--- src/source/der_settings.svh ---
// Drawing engine register block widths and host register word addresses
`ifndef DER_SETTINGS_SVH
`define DER_SETTINGS_SVH

//////////////////////////////////////////////////
// Field widths
//////////////////////////////////////////////////
`define DER_DATA_W        32      // Host data bus
`define DER_ADDR_W        4       // Register word address
`define DER_PTCH_W        12      // Source and destination pitch
`define DER_BCTRL_W       12      // Buffer control
`define DER_STYLE_W       5       // Drawing style

//////////////////////////////////////////////////
// Register word addresses
//////////////////////////////////////////////////
`define DER_ADR_BUF_CTRL  4'd0
`define DER_ADR_SORG      4'd1    // Source origin
`define DER_ADR_DORG      4'd2    // Destination origin
`define DER_ADR_PTCH      4'd3    // Sptch in 11:0, dptch in 27:16
`define DER_ADR_CMD       4'd4    // Opc 3:0, rop 7:4, style 12:8
`define DER_ADR_FORE      4'd5    // Foreground color
`define DER_ADR_BACK      4'd6    // Background color
`define DER_ADR_MASK      4'd7    // Plane mask in 3:0
`define DER_ADR_XY0       4'd8
`define DER_ADR_XY1       4'd9    // Write here triggers the command
`define DER_ADR_STATUS    4'd15   // Read only, bit 0 pending, bit 1 busy

`endif

--- src/source/der_reg_pkg.sv ---
// Register field types of the drawing engine register block
`include "der_settings.svh"

package der_reg_pkg;

  //////////////////////////////////////////////////
  // Host bus types
  //////////////////////////////////////////////////
  typedef logic [`DER_DATA_W-1:0]     der_word_t;   // Host data word
  typedef logic [`DER_ADDR_W-1:0]     der_addr_t;   // Register word address
  typedef logic [`DER_DATA_W/8-1:0]   der_ben_t;    // One enable per byte

  //////////////////////////////////////////////////
  // Drawing field types
  //////////////////////////////////////////////////
  typedef logic [`DER_PTCH_W-1:0]     der_ptch_t;   // Pitch in bytes
  typedef logic [`DER_BCTRL_W-1:0]    der_bctrl_t;  // Buffer control bits
  typedef logic [3:0]                 der_rop_t;    // Raster op code
  typedef logic [`DER_STYLE_W-1:0]    der_style_t;  // Drawing style bits
  typedef logic [3:0]                 der_mask_t;   // Plane mask

endpackage

--- src/source/der_cmd_pkg.sv ---
// Drawing command opcodes and dispatcher state encoding

package der_cmd_pkg;

  typedef logic [3:0] der_opc_t;            // Drawing opcode

  // Opcodes understood by the 2D engine
  localparam der_opc_t OPC_NOOP = 4'h0;     // Load only, no start
  localparam der_opc_t OPC_LINE = 4'h1;     // Start a line
  localparam der_opc_t OPC_BLT  = 4'h2;     // Start a BLT

  //////////////////////////////////////////////////
  // Dispatcher states
  //////////////////////////////////////////////////
  typedef enum logic [1:0] {
    DISP_IDLE = 2'd0,                       // Wait for pending and engine idle
    DISP_LOAD = 2'd1,                       // Copy level one into active set
    DISP_GO   = 2'd2                        // Issue the start pulse
  } der_disp_state_t;

endpackage

--- src/source/der_host_regs.sv ---
// Level-one drawing registers with byte-enable host writes and command trigger
`include "der_settings.svh"

module der_host_regs (
  input  logic                     de_clk,
  input  logic                     rst,
  input  logic                     hb_valid,     // Host request
  input  logic                     hb_we,        // Write request when high
  input  der_reg_pkg::der_addr_t   hb_adr,
  input  der_reg_pkg::der_ben_t    hb_ben,
  input  der_reg_pkg::der_word_t   hb_din,
  input  logic                     cmd_ack,      // Dispatcher took the command
  output logic                     hb_ready,
  output logic                     cmd_pending,
  output der_reg_pkg::der_bctrl_t  buf_ctrl_1,
  output der_reg_pkg::der_word_t   sorg_1,
  output der_reg_pkg::der_word_t   dorg_1,
  output der_reg_pkg::der_word_t   fore_1,
  output der_reg_pkg::der_word_t   back_1,
  output der_reg_pkg::der_word_t   xy0_1,
  output der_reg_pkg::der_word_t   xy1_1,
  output der_reg_pkg::der_ptch_t   sptch_1,
  output der_reg_pkg::der_ptch_t   dptch_1,
  output der_cmd_pkg::der_opc_t    opc_1,
  output der_reg_pkg::der_rop_t    rop_1,
  output der_reg_pkg::der_style_t  style_1,
  output der_reg_pkg::der_mask_t   mask_1
);
  import der_reg_pkg::*;

  logic      wr_en;                              // Accepted host write
  logic      trig_q;                             // XY1 written last cycle
  der_word_t bctrl_w;                            // Merged buffer control word
  der_word_t ptch_w;                             // Merged pitch word
  der_word_t cmd_w;                              // Merged command word
  der_word_t mask_w;                             // Merged mask word

  // Replace only the enabled bytes of a register word
  function automatic der_word_t bmerge(input der_word_t old, input der_word_t din,
                                       input der_ben_t ben);
    der_word_t res;
    for (int i = 0; i < $bits(der_ben_t); i++) begin
      res[8*i +: 8] = ben[i] ? din[8*i +: 8] : old[8*i +: 8];
    end
    return res;
  endfunction

  assign hb_ready = ~cmd_pending;                // Stall host while a command waits
  assign wr_en    = hb_valid & hb_ready & hb_we;

  // Packed fields seen as full words for the byte merge
  assign bctrl_w = bmerge(der_word_t'(buf_ctrl_1), hb_din, hb_ben);
  assign ptch_w  = bmerge({4'h0, dptch_1, 4'h0, sptch_1}, hb_din, hb_ben);
  assign cmd_w   = bmerge(der_word_t'({style_1, rop_1, opc_1}), hb_din, hb_ben);
  assign mask_w  = bmerge(der_word_t'(mask_1), hb_din, hb_ben);

  //////////////////////////////////////////////////
  // Register writes and pending flag
  //////////////////////////////////////////////////
  always_ff @(posedge de_clk) begin
    if (rst) begin
      trig_q      <= 1'b0;
      cmd_pending <= 1'b0;
      buf_ctrl_1  <= '0;
      sorg_1      <= '0;
      dorg_1      <= '0;
      fore_1      <= '0;
      back_1      <= '0;
      xy0_1       <= '0;
      xy1_1       <= '0;
      sptch_1     <= '0;
      dptch_1     <= '0;
      opc_1       <= '0;
      rop_1       <= '0;
      style_1     <= '0;
      mask_1      <= '0;
    end else begin
      trig_q <= wr_en && (hb_adr == `DER_ADR_XY1);    // Trigger seen one cycle late
      if (trig_q) begin
        cmd_pending <= 1'b1;
      end else if (cmd_ack) begin
        cmd_pending <= 1'b0;                          // Level one now free again
      end
      if (wr_en) begin
        case (hb_adr)
          `DER_ADR_BUF_CTRL: buf_ctrl_1 <= bctrl_w[`DER_BCTRL_W-1:0];
          `DER_ADR_SORG:     sorg_1     <= bmerge(sorg_1, hb_din, hb_ben);
          `DER_ADR_DORG:     dorg_1     <= bmerge(dorg_1, hb_din, hb_ben);
          `DER_ADR_PTCH: begin
            sptch_1 <= ptch_w[`DER_PTCH_W-1:0];       // Low half
            dptch_1 <= ptch_w[16 +: `DER_PTCH_W];     // High half
          end
          `DER_ADR_CMD: begin
            opc_1   <= cmd_w[3:0];
            rop_1   <= cmd_w[7:4];
            style_1 <= cmd_w[8 +: `DER_STYLE_W];
          end
          `DER_ADR_FORE:     fore_1     <= bmerge(fore_1, hb_din, hb_ben);
          `DER_ADR_BACK:     back_1     <= bmerge(back_1, hb_din, hb_ben);
          `DER_ADR_MASK:     mask_1     <= mask_w[3:0];
          `DER_ADR_XY0:      xy0_1      <= bmerge(xy0_1, hb_din, hb_ben);
          `DER_ADR_XY1:      xy1_1      <= bmerge(xy1_1, hb_din, hb_ben);
          default: ;                                  // Unmapped or read only
        endcase
      end
    end
  end

endmodule

--- src/source/der_active_regs.sv ---
// Second-level active drawing registers loaded from level one per command

module der_active_regs (
  input  logic                     de_clk,
  input  logic                     rst,
  input  logic                     load_actv,    // Copy level one this cycle
  input  der_reg_pkg::der_bctrl_t  buf_ctrl_1,
  input  der_reg_pkg::der_word_t   sorg_1,
  input  der_reg_pkg::der_word_t   dorg_1,
  input  der_reg_pkg::der_word_t   fore_1,
  input  der_reg_pkg::der_word_t   back_1,
  input  der_reg_pkg::der_word_t   xy0_1,
  input  der_reg_pkg::der_word_t   xy1_1,
  input  der_reg_pkg::der_ptch_t   sptch_1,
  input  der_reg_pkg::der_ptch_t   dptch_1,
  input  der_cmd_pkg::der_opc_t    opc_1,
  input  der_reg_pkg::der_rop_t    rop_1,
  input  der_reg_pkg::der_style_t  style_1,
  input  der_reg_pkg::der_mask_t   mask_1,
  output der_reg_pkg::der_bctrl_t  buf_ctrl_2,
  output der_reg_pkg::der_word_t   sorg_2,
  output der_reg_pkg::der_word_t   dorg_2,
  output der_reg_pkg::der_word_t   fore_2,
  output der_reg_pkg::der_word_t   back_2,
  output der_reg_pkg::der_word_t   xy0_2,
  output der_reg_pkg::der_word_t   xy1_2,
  output der_reg_pkg::der_ptch_t   sptch_2,
  output der_reg_pkg::der_ptch_t   dptch_2,
  output der_cmd_pkg::der_opc_t    opc_2,
  output der_reg_pkg::der_rop_t    rop_2,
  output der_reg_pkg::der_style_t  style_2,
  output der_reg_pkg::der_mask_t   mask_2
);

  // Whole set moves at once so the engine never sees a mixed command
  always_ff @(posedge de_clk) begin
    if (rst) begin
      {buf_ctrl_2, sorg_2, dorg_2, fore_2, back_2, xy0_2, xy1_2} <= '0;
      {sptch_2, dptch_2, opc_2, rop_2, style_2, mask_2}         <= '0;
    end else if (load_actv) begin
      {buf_ctrl_2, sorg_2, dorg_2, fore_2, back_2, xy0_2, xy1_2} <=
        {buf_ctrl_1, sorg_1, dorg_1, fore_1, back_1, xy0_1, xy1_1};
      {sptch_2, dptch_2, opc_2, rop_2, style_2, mask_2} <=
        {sptch_1, dptch_1, opc_1, rop_1, style_1, mask_1};
    end
  end

endmodule

--- src/source/der_dispatch.sv ---
// Command dispatcher issuing the active load and 2D start pulses

module der_dispatch (
  input  logic                   de_clk,
  input  logic                   rst,
  input  logic                   cmd_pending,    // Level one holds a command
  input  logic                   dex_busy,       // 2D engine still drawing
  input  der_cmd_pkg::der_opc_t  opc_1,
  output logic                   load_actv,      // Copy level one to active set
  output logic                   cmd_ack,        // Clears the pending flag
  output logic                   goline,
  output logic                   goblt,
  output logic                   disp_busy
);
  import der_cmd_pkg::*;

  der_disp_state_t state;
  der_disp_state_t state_nxt;
  der_opc_t        opc_q;                        // Opcode of the loaded command

  //////////////////////////////////////////////////
  // FSM
  //////////////////////////////////////////////////
  always_comb begin
    state_nxt = state;
    case (state)
      DISP_IDLE: begin
        if (cmd_pending && !dex_busy) begin
          state_nxt = DISP_LOAD;                 // Engine free, take command
        end
      end
      DISP_LOAD: state_nxt = DISP_GO;
      DISP_GO:   state_nxt = DISP_IDLE;
      default:   state_nxt = DISP_IDLE;
    endcase
  end

  always_ff @(posedge de_clk) begin
    if (rst) begin
      state <= DISP_IDLE;
      opc_q <= OPC_NOOP;
    end else begin
      state <= state_nxt;
      if (state == DISP_LOAD) begin
        opc_q <= opc_1;                          // Same edge as active set load
      end
    end
  end

  //////////////////////////////////////////////////
  // Pulse outputs
  //////////////////////////////////////////////////
  assign load_actv = (state == DISP_LOAD);
  assign cmd_ack   = load_actv;
  assign goline    = (state == DISP_GO) && (opc_q == OPC_LINE);
  assign goblt     = (state == DISP_GO) && (opc_q == OPC_BLT);   // Others act as noop
  assign disp_busy = (state != DISP_IDLE);

endmodule

--- src/source/der_rdmux.sv ---
// Registered host read-back mux for level-one registers and status
`include "der_settings.svh"

module der_rdmux (
  input  logic                     de_clk,
  input  logic                     rst,
  input  logic                     hb_valid,
  input  logic                     hb_we,
  input  logic                     hb_ready,
  input  der_reg_pkg::der_addr_t   hb_adr,
  input  der_reg_pkg::der_bctrl_t  buf_ctrl_1,
  input  der_reg_pkg::der_word_t   sorg_1,
  input  der_reg_pkg::der_word_t   dorg_1,
  input  der_reg_pkg::der_word_t   fore_1,
  input  der_reg_pkg::der_word_t   back_1,
  input  der_reg_pkg::der_word_t   xy0_1,
  input  der_reg_pkg::der_word_t   xy1_1,
  input  der_reg_pkg::der_ptch_t   sptch_1,
  input  der_reg_pkg::der_ptch_t   dptch_1,
  input  der_cmd_pkg::der_opc_t    opc_1,
  input  der_reg_pkg::der_rop_t    rop_1,
  input  der_reg_pkg::der_style_t  style_1,
  input  der_reg_pkg::der_mask_t   mask_1,
  input  logic                     cmd_pending,
  input  logic                     disp_busy,
  output logic                     hb_rvalid,    // One cycle after read accept
  output der_reg_pkg::der_word_t   hb_dout
);
  import der_reg_pkg::*;

  logic      rd_en;                              // Accepted host read
  der_word_t rd_sel;                             // Addressed register word

  assign rd_en = hb_valid & hb_ready & ~hb_we;

  always_comb begin
    case (hb_adr)
      `DER_ADR_BUF_CTRL: rd_sel = der_word_t'(buf_ctrl_1);
      `DER_ADR_SORG:     rd_sel = sorg_1;
      `DER_ADR_DORG:     rd_sel = dorg_1;
      `DER_ADR_PTCH:     rd_sel = {4'h0, dptch_1, 4'h0, sptch_1};
      `DER_ADR_CMD:      rd_sel = der_word_t'({style_1, rop_1, opc_1});
      `DER_ADR_FORE:     rd_sel = fore_1;
      `DER_ADR_BACK:     rd_sel = back_1;
      `DER_ADR_MASK:     rd_sel = der_word_t'(mask_1);
      `DER_ADR_XY0:      rd_sel = xy0_1;
      `DER_ADR_XY1:      rd_sel = xy1_1;
      `DER_ADR_STATUS:   rd_sel = der_word_t'({disp_busy, cmd_pending});
      default:           rd_sel = '0;          // Unmapped reads as zero
    endcase
  end

  always_ff @(posedge de_clk) begin
    if (rst) begin
      hb_rvalid <= 1'b0;
      hb_dout   <= '0;
    end else begin
      hb_rvalid <= rd_en;
      if (rd_en) begin
        hb_dout <= rd_sel;                       // Held until the next read
      end
    end
  end

endmodule

--- src/source/der_top.sv ---
// Drawing engine register block top with host port and 2D command dispatch

module der_top (
  input  logic                     de_clk,
  input  logic                     rst,
  input  logic                     hb_valid,
  input  logic                     hb_we,
  input  der_reg_pkg::der_addr_t   hb_adr,
  input  der_reg_pkg::der_ben_t    hb_ben,
  input  der_reg_pkg::der_word_t   hb_din,
  input  logic                     dex_busy,     // 2D engine busy
  output logic                     hb_ready,
  output logic                     hb_rvalid,
  output der_reg_pkg::der_word_t   hb_dout,
  output logic                     goline,       // Start 2D line
  output logic                     goblt,        // Start 2D BLT
  output logic                     load_actv,    // Active set loaded
  output der_cmd_pkg::der_opc_t    opc_2,
  output der_reg_pkg::der_rop_t    rop_2,
  output der_reg_pkg::der_style_t  style_2,
  output der_reg_pkg::der_bctrl_t  buf_ctrl_2,
  output der_reg_pkg::der_word_t   sorg_2,
  output der_reg_pkg::der_word_t   dorg_2,
  output der_reg_pkg::der_ptch_t   sptch_2,
  output der_reg_pkg::der_ptch_t   dptch_2,
  output der_reg_pkg::der_word_t   fore_2,
  output der_reg_pkg::der_word_t   back_2,
  output der_reg_pkg::der_mask_t   mask_2,
  output der_reg_pkg::der_word_t   xy0_2,
  output der_reg_pkg::der_word_t   xy1_2
);
  import der_reg_pkg::*;
  import der_cmd_pkg::*;

  logic       cmd_pending;                       // Level one waits for dispatch
  logic       cmd_ack;                           // Dispatcher took the command
  logic       disp_busy;                         // Dispatcher outside idle
  der_bctrl_t buf_ctrl_1;
  der_word_t  sorg_1, dorg_1, fore_1, back_1, xy0_1, xy1_1;
  der_ptch_t  sptch_1, dptch_1;
  der_opc_t   opc_1;
  der_rop_t   rop_1;
  der_style_t style_1;
  der_mask_t  mask_1;

  //////////////////////////////////////////////////
  // Register file beside the dispatcher it steers
  //////////////////////////////////////////////////
  der_host_regs   u_der_host_regs   (.*);
  der_dispatch    u_der_dispatch    (.*);
  der_active_regs u_der_active_regs (.*);
  der_rdmux       u_der_rdmux       (.*);        // Host read-back path

endmodule

--- config.mk ---
export PLATFORM = sky130hd
export DESIGN_NAME = der_top
export DESIGN_NICKNAME = d
export VERILOG_FILES = /design/src/source/der_reg_pkg.sv /design/src/source/der_cmd_pkg.sv /design/src/source/der_host_regs.sv /design/src/source/der_active_regs.sv /design/src/source/der_dispatch.sv /design/src/source/der_rdmux.sv /design/src/source/der_top.sv
export VERILOG_INCLUDE_DIRS = /design/src /design/src/source
export SDC_FILE = /design/constraint.sdc
export NUM_CORES = 1
export LEC_CHECK = 0
export BUFFER_PORTS_ARGS = -buffer_cell sky130_fd_sc_hd__buf_2
export CORE_ASPECT_RATIO = 1.25
export CORE_MARGIN = 4
export CORE_UTILIZATION = 50
export CTS_CLUSTER_SIZE = 16
export DETAILED_ROUTE_END_ITERATION = 10
export GPL_TIMING_DRIVEN = 0
export PLACE_DENSITY_LB_ADDON = 0.25
export SYNTH_ARGS = -nofsm -noshare
export SYNTH_HDL_FRONTEND = slang
export SYNTH_SLANG_ARGS = --single-unit
--- constraint.sdc ---
create_clock -name de_clk -period 2.8 [get_ports de_clk]
set_clock_uncertainty 0.2 [all_clocks]
set_input_delay 0 -clock de_clk [delete_from_list [all_inputs] [get_ports de_clk]]
set_output_delay 0 -clock de_clk [all_outputs]
set_load 0.05 [all_outputs]
Word level (Yosys, flattened, before mapping):

Cells that the tools add are included.

* multiplexer cells: 5
* bitwise logic cells: 5
* reduce and logical (&&, ||, !) cells: 42
* equality and inequality tests: 15

Operator list (number)
* one-hot mux 32 bit (11 select lines): 1
* AND reduction 3 bit: 33
* == test 4 x 3 -> 1 bit, second input constant: 4
* == test 4 x 2 -> 1 bit, second input constant: 3
* == test 4 bit, second input constant: 3
* == test 4 x 1 -> 1 bit, second input constant: 2
* logical AND 1 bit: 4
* zero test 4 bit: 1
* one-hot mux 2 bit (2 select lines): 1
* nonzero test 2 bit: 2
* bitwise AND 1 bit: 3
* == test 2 x 1 -> 1 bit, second input constant: 1
* == test 2 bit, second input constant: 1
* zero test 2 bit: 1
* 2-to-1 mux 1 bit: 2
* 2-to-1 mux 2 bit: 1
* != test 2 x 1 -> 1 bit, second input constant: 1
* NOT 1 bit: 2
* zero test 1 bit: 1

* input bits: 45
* logic and storage cells: 119
* output and inout port bits: 282
* flip-flop bits (word level): 527

Depth between registers and ports, before layout:

Gate-level depths: netlist of run 1.

* depth after elaboration: 4
* depth in mapped cells: 8
* gate-level depth less buffers: 5

Cells and area by module:

A second synthesis of run 1 with hierarchy kept.

* cells, all modules: 2092
* area total of the unflattened synthesis: 21851.0 sq um

Modules (own cells, without submodules)
* der_host_regs: times used 1, area an instance 9681.8 sq um, seq. area each 4944.7 sq um, cells an instance 880
* der_active_regs: times used 1, area an instance 8604.5 sq um, seq. area each 4904.7 sq um, cells an instance 789
* der_rdmux: times used 1, area an instance 3278.1 sq um, seq. area each 660.6 sq um, cells an instance 397
* der_dispatch: times used 1, area an instance 286.5 sq um, seq. area each 120.1 sq um, cells an instance 26

Worst setup path after synthesis of run 1:

OpenSTA, ideal clock, no wires.

* path type: register to output
* start point: reg u_der_dispatch.opc_q[3]
* end point: out goblt
* arrival: 2.394 ns
* buffers on the path: 0
* slack: 0.206 ns
* cell stages (with the launch flop): 3
* cell sequence: dfxtp_1 > or4b_2 > nor3b_1

* longest elaborated chain between the ends: 2

Ends and longest elaborated chain
* start: declaration: line der_dispatch.sv:19 `der_opc_t opc_q;`
* start signal: assignment: line der_dispatch.sv:45 `opc_q <= opc_1;`
* == test 4 x 2 -> 1 bit: line der_dispatch.sv:56 `assign goblt = (state == DISP_GO) && (opc_q == OPC_BLT);`
* logical AND 1 bit: line der_dispatch.sv:56
* end: declaration: line der_top.sv:16 `output logic goblt,`

Every way passes these cells.

Worst setup path after layout of run 1:

* start point: reg u_der_dispatch.state[1]
* end point: reg u_der_active_regs.rop_2[1]

* longest elaborated chain between the ends: 1

Ends and longest elaborated chain
* start: declaration: line der_dispatch.sv:17 `der_disp_state_t state;`
* start signal: assignment: line der_dispatch.sv:43 `state <= state_nxt;`
* == test 2 x 1 -> 1 bit: line der_dispatch.sv:53 `assign load_actv = (state == DISP_LOAD);`
* end signal: assignment: line der_active_regs.sv:43 `{sptch_2, dptch_2, opc_2, rop_2, style_2, mask_2} <=`
* end: declaration: line der_active_regs.sv:30 `output der_reg_pkg::der_rop_t rop_2,`

Every way passes these cells.
A chain may end at the register's enable or synchronous reset.

==> out/qor.csv, run 1 <==
metric;value;unit
fin_crit_sh;97.9;%
fmax;0.365;GHz
wl_per_cell;26.2;µm
start_kind;flip-flop;
worst_hold_slack;0.125;ns
p_int;12.1;mW
hold_viol;0;
slew_headroom;20.5;%
root_buffer;clkbuf_16;
r2r_slack;0.06;ns
ir_drop;0.562;mV
die_h;234;µm
slew_viol_final;0;
synth.distinct_cells;58;
clkLatencyLatePin;0.59;ns
p_seq_share;47.7;%
antenna_found_initial;2;
power.density;633;nW/µm²
synth_edf_count;0;
seq_area_frac_synth;51.7;%
p_switching;3.70;mW
ys.flop_type;dfxtp_1;
timing.rr.start;u_der_dispatch.state[1];
io_pins;327;
cts.reportedPaths.clkPinSlew;0.07;ns
drive_above_1_share;17.5;%
netSwitchingFraction;23.4;%
num-fill-cells;3575;
p_clk_share;47.1;%
hpwl;68.7;mm
gr-usage-all-layers;38.8;%
worstReg2RegEnd;u_der_active_regs.rop_2[1];
setup_viol;0;
grt_pass1_vias;19311;
outcome;finished, final reports clean;
cts.sinks;527;
whs_path_depth;4;
clock_path_buffers;3;
final_util;62.0;%
synth-seq-cells;527;
grt_start_max_net_pins;16;
final_common_cell;nand2_1;
tightest_slew;1.19;ns
synth.avg_cell_area;8.44;µm²
cts_made_buffers;50;
cap_violations;0;
reg2regPathDepth;7;
cts_tree;built;
viasPerCell;5.95;
port_buffers;313;
synthesis.area;20400;µm²
syn-instance-count;2417;
final_cell_mix;637 x nand2_1, 527 x dfxtp_1, 371 x a21oi_1;
min_period;2.74;ns
gp_congestion;1.02;
ys_warn_count;0;
drt-total-wl;89.6;mm
num_rows;82;
num_vias;20342;
cp.required;3.12;ns
ant_nets;0;
grt_overflow;0;
route.detailed.drc;0;
async_flop_share;0;%
critPathArrivalTime;3.06;ns
area_growth;22.2;%
rsz0062_at_grt;false;
start_util;50.7;%
syn-num-nets;2462;
hold_end;u_der_host_regs.dorg_1[31];
hp-start;hb_din[31];
dieArea;44100;µm²
die_x;189;µm
crit_type;reg2reg;
grt_pass1_wl;127;mm
critPathCaptureType;flip-flop;
p_leak;9.70;nW
drtIter0Drc;2409;
drt_pass1_iterations;6;
cp_max_fo;10;
core_area;40200;µm²
combPwrFrac;5.1;%
setup_tns;0;ns
h-tree-depth;2;
nets;2874;
min_path_type;in2reg;
## layout make-up
cell class / count / area (µm²) / area share (%)
Clock inverter: 24 / 333 / 1.33
Antenna cell: 2 / 5.00 / 0.0201
Timing Repair Buffer: 360 / 2040 / 8.17
Tap cell: 546 / 683 / 2.74
Clock buffer: 69 / 1460 / 5.87
Sequential cell: 527 / 10600 / 42.3
Multi-Input combinational cell: 1699 / 9060 / 36.3
Buffer: 186 / 782 / 3.14
Inverter: 5 / 18.8 / 0.0753
## metrics by stage
stage | total power [mW] | cell area [µm²] | instances | setup slack, ns
finish | 15.8 | 24900 | 3418 | 0.0586
global route | 16.1 | 24900 | 3416 | 0.00862
CTS | 15.7 | 24900 | 3416 | 0.175
detailed placement | 8.42 | 22700 | 3276 | 0.227
global placement | 8.42 | 22700 | 3276 | 0.225
floorplan | 8.04 | 20400 | 2417 | 0.206
## registers in the layout (all words and copies together), names as in the netlist, 5 cells and up
name / count
u_der_active_regs.back_2: 32
u_der_active_regs.dorg_2: 32
u_der_active_regs.fore_2: 32
u_der_active_regs.sorg_2: 32
u_der_active_regs.xy0_2: 32
u_der_active_regs.xy1_2: 32
u_der_host_regs.back_1: 32
u_der_host_regs.dorg_1: 32
u_der_host_regs.fore_1: 32
u_der_host_regs.sorg_1: 32
u_der_host_regs.xy0_1: 32
u_der_host_regs.xy1_1: 32
u_der_rdmux.hb_dout: 32
u_der_active_regs.buf_ctrl_2: 12
u_der_active_regs.dptch_2: 12
u_der_active_regs.sptch_2: 12
u_der_host_regs.buf_ctrl_1: 12
u_der_host_regs.dptch_1: 12
u_der_host_regs.sptch_1: 12
u_der_active_regs.style_2: 5
u_der_host_regs.style_1: 5
## routing by layer
| layer | vias to the layer above | routed length [µm] | GRT usage [%] |
|---|---|---|---|
| met5 | - | 27 | 0 |
| met4 | 4 | 5040 | 18.2 |
| met3 | 283 | 9530 | 8.28 |
| met2 | 1272 | 40100 | 62.3 |
| met1 | 9715 | 34900 | 50.5 |
| li1 | 9068 | - | - |
## synth_stat cells, drive strengths merged, types with 5 or more instances
| master | count | area (µm²) |
|---|---|---|
| nand2 | 641 | 2420 |
| dfxtp | 527 | 10600 |
| a21oi | 371 | 1860 |
| nor2 | 177 | 749 |
| mux2i | 171 | 1710 |
| clkbuf | 131 | 493 |
| nand3 | 93 | 500 |
| buf | 55 | 285 |
| o21ai | 49 | 245 |
| a22oi | 30 | 225 |
| a22o | 25 | 219 |
| nor3 | 17 | 100 |
| a221oi | 15 | 131 |
| o22ai | 14 | 87.6 |
| mux2 | 13 | 146 |
| nor2b | 12 | 77.6 |
| a32oi | 10 | 87.6 |
| nand2b | 6 | 37.5 |
| o211ai | 6 | 45.0 |
| and3 | 5 | 31.3 |
## cells by family (layout without fill, tap and decap cells)
logic type | Yosys count | count (layout) | share of synthesized area [%]
compound gates | 546 | 546 | 15.3
buf+inv | 191 | 644 | 3.90
flops | 527 | 527 | 51.7
mux | 186 | 186 | 9.32
other cells | 0 | 2 | 0
simple gates | 967 | 967 | 19.7
## power groups by stage
stage / logic [mW] / registers [mW] / clock network (mW)
after floorplan: 0.345 / 7.70 / 0
after global placement: 0.714 / 7.70 / 0
after detailed placement: 0.716 / 7.70 / 0
after CTS: 0.769 / 7.53 / 7.43
after global routing: 0.808 / 7.53 / 7.75
final: 0.807 / 7.53 / 7.44
## how the worst max path moves through the flow
stage | end | start
2_1_floorplan | goblt | u_der_dispatch.opc_q[3]
3_3_place_gp | u_der_active_regs.rop_2[1] | u_der_dispatch.state[1]
3_5_place_dp | u_der_active_regs.rop_2[1] | u_der_dispatch.state[1]
4_1_cts | u_der_active_regs.sorg_2[14] | u_der_dispatch.state[1]
5_1_grt | u_der_active_regs.rop_2[1] | u_der_dispatch.state[1]
6_report | u_der_active_regs.rop_2[1] | u_der_dispatch.state[1]
## worst max-delay path, cell delays in order (launching register included)
cell and delay [ns]:
dfxtp_1 0.32, nand2b_1 0.14, clkbuf_1 0.19, inv_1 0.13, clkbuf_1 0.84, clkbuf_1 0.44, nand2_1 0.24, a21oi_1 0.17
## what timing repair did
| item | in CTS | in global routing |
|---|---|---|
| endpoints found under the hold margin | 255 | 0 |
| gates resized for setup | 2 | 3 |
| hold buffers | 47 | 0 |
| endpoints found under the setup margin | 1 | 1 |
| buffers inserted | 0 | 0 |
Note: power is estimated with default switching activity, not from simulation.
==> run 2: changes to the inputs <==
HOLD_SLACK_MARGIN = 0.1   (was unset)
clock period = 2.5 ns   (was 2.8 ns; I/O delays follow)
==> out/qor.csv, run 2 (synthesized netlist as in run 1, its figures left out) <==
metric;value;unit
outcome;complete, but fails checks;
violations;setup timing;
fin_crit_sh;101;%
antenna_found_initial;1;
cp.required;2.72;ns
cts_tree;built;
critPathArrivalTime;2.74;ns
slew_viol_final;0;
cp_cell_sequence;dlygate4sd3_1 > clkbuf_1 > clkbuf_1 > clkbuf_1 > nor2_1;
power.density;707;nW/µm²
die_h;234;µm
grt_pass1_wl;128;mm
rsz0062_at_grt;false;
p_clk_share;47.1;%
gp_congestion;1.02;
core_area;40200;µm²
cpMostUsedCell;clkbuf_1;
fmax;0.397;GHz
place_area;22700;µm²
die_x;189;µm
cts.reportedPaths.clkPinSlew;0.07;ns
min_path_type;in2reg;
cpPeakStageDelay;0.97;ns
hpwl;68.7;mm
cts.sinks;527;
finalNonFillerCells;3418;
gr-usage-all-layers;38.8;%
slowest_stage;clkbuf_1;
num_vias;20253;
start_kind;input port;
viasPerCell;5.93;
grt_pass1_vias;19334;
p_switching;4.13;mW
combPwrFrac;5.1;%
port_buffers;313;
slew_headroom;18.0;%
seqCellArea;10600;µm²
num_rows;82;
cap_violations;0;
dp_cells;3276;
ir_drop;0.627;mV
netSwitchingFraction;23.4;%
route.detailed.drc;0;
cts_setup_buffers;0;
clock_path_buffers;3;
cp_top_family;buffers and inverters;
final_area;25000;µm²
cp_max_fo;10;
h-tree-depth;2;
nets;2876;
grt_overflow;0;
start_util;50.7;%
dieArea;44100;µm²
dp_slack;-0.0734;ns
num-fill-cells;3574;
drtIter0Drc;2329;
worst_hold_slack;0.131;ns
drt-total-wl;89.4;mm
grt_start_max_net_pins;16;
setup_viol;6;
critPathCaptureType;flip-flop;
min_period;2.52;ns
root_buffer;clkbuf_16;
critPathBufInv;4;
multi_input_comb_area;9070;µm²
area_growth;22.4;%
io_pins;327;
fin_ws;-0.0205;ns
n_antenna_cell;0;
hold_viol;0;
drive_above_1_share;17.8;%
crit_type;in2reg;
setup_tns;-0.0708;ns
drt_pass1_iterations;6;
tightest_slew;1.23;ns
final_common_cell;nand2_1;
p_int;13.5;mW
p_seq_share;47.8;%
final_cell_mix;637 x nand2_1, 526 x dfxtp_1, 371 x a21oi_1;
p_leak;9.72;nW
ant_nets;0;
cts_made_buffers;50;
clkLatencyLatePin;0.60;ns
wl_per_cell;26.1;µm
==> run 2: cell types whose count changed in the layout (fill, tap and decap cells not counted), moves of 2 or more <==
cell           previous run  this run
clkbuf_1                133       128
diode_2                   2         0
dlygate4sd3_1            47        49
clkbuf_4                  0         6
buf_2                   355       351
clkbuf_2                  4         8
==> run 2: what timing repair did <==
item                                    CTS  global route
endpoints found under the setup margin   41            43
hold buffers                             49             0
cloned                                    0             0
gates resized for setup                   6            16
endpoints found under the hold margin   263             0
==> run 2: path summary, 6_finish.rpt <==
path                            endpoint  cells after the start                   startpoint  slack (ns)
min reg2reg  u_der_active_regs.dorg_2[5]                      2  u_der_active_regs.dorg_2[5]        0.25
max reg2reg  u_der_active_regs.sorg_2[8]                      6      u_der_dispatch.state[1]        0.06
min           u_der_host_regs.back_1[31]                      4                   hb_din[31]        0.13
max            u_der_host_regs.back_1[7]                      5                          rst       -0.02
==> run 2: area by class of cell <==
cell class	instances	area share [%]
multi-input combinational	1699	36.3
tap	546	2.73
clock buffer	69	5.86
timing repair buffer	362	8.24
buffer	186	3.21
inverter	5	0.0751
clock inverter	24	1.33
sequential	527	42.2
==> run 2: per-stage QoR <==
stage | util (%) | total power, mW
6_report | 62.1 | 17.7
5_1_grt | 62.1 | 18.0
4_1_cts | 62.1 | 17.6
3_5_place_dp | 56.3 | 9.43
3_3_place_gp | 56.3 | 9.43
2_1_floorplan | - | 9.01
==> run 2: tightest hold or removal path, cell delays in order <==
cell and delay, ns:
dlygate4sd3_1 0.54, buf_2 0.18, nand2_1 0.09, a21oi_1 0.06
==> run 2: power groups by stage <==
stage               Sequential [mW]  Clock [mW]  Combinational, mW
global route                   8.43        8.68              0.909
finish                         8.44        8.32              0.906
floorplan                      8.62           0              0.386
detailed placement             8.63           0              0.801
global placement               8.63           0              0.799
CTS                            8.44        8.32              0.863
==> run 2: routing by layer <==
layer	vias to the layer above	GRT usage (%)	routed length [µm]
met5	-	0	13
met4	2	18.0	4850
met3	272	8.28	9120
met2	1217	62.5	40200
met1	9690	50.4	35200
li1	9072	-	-
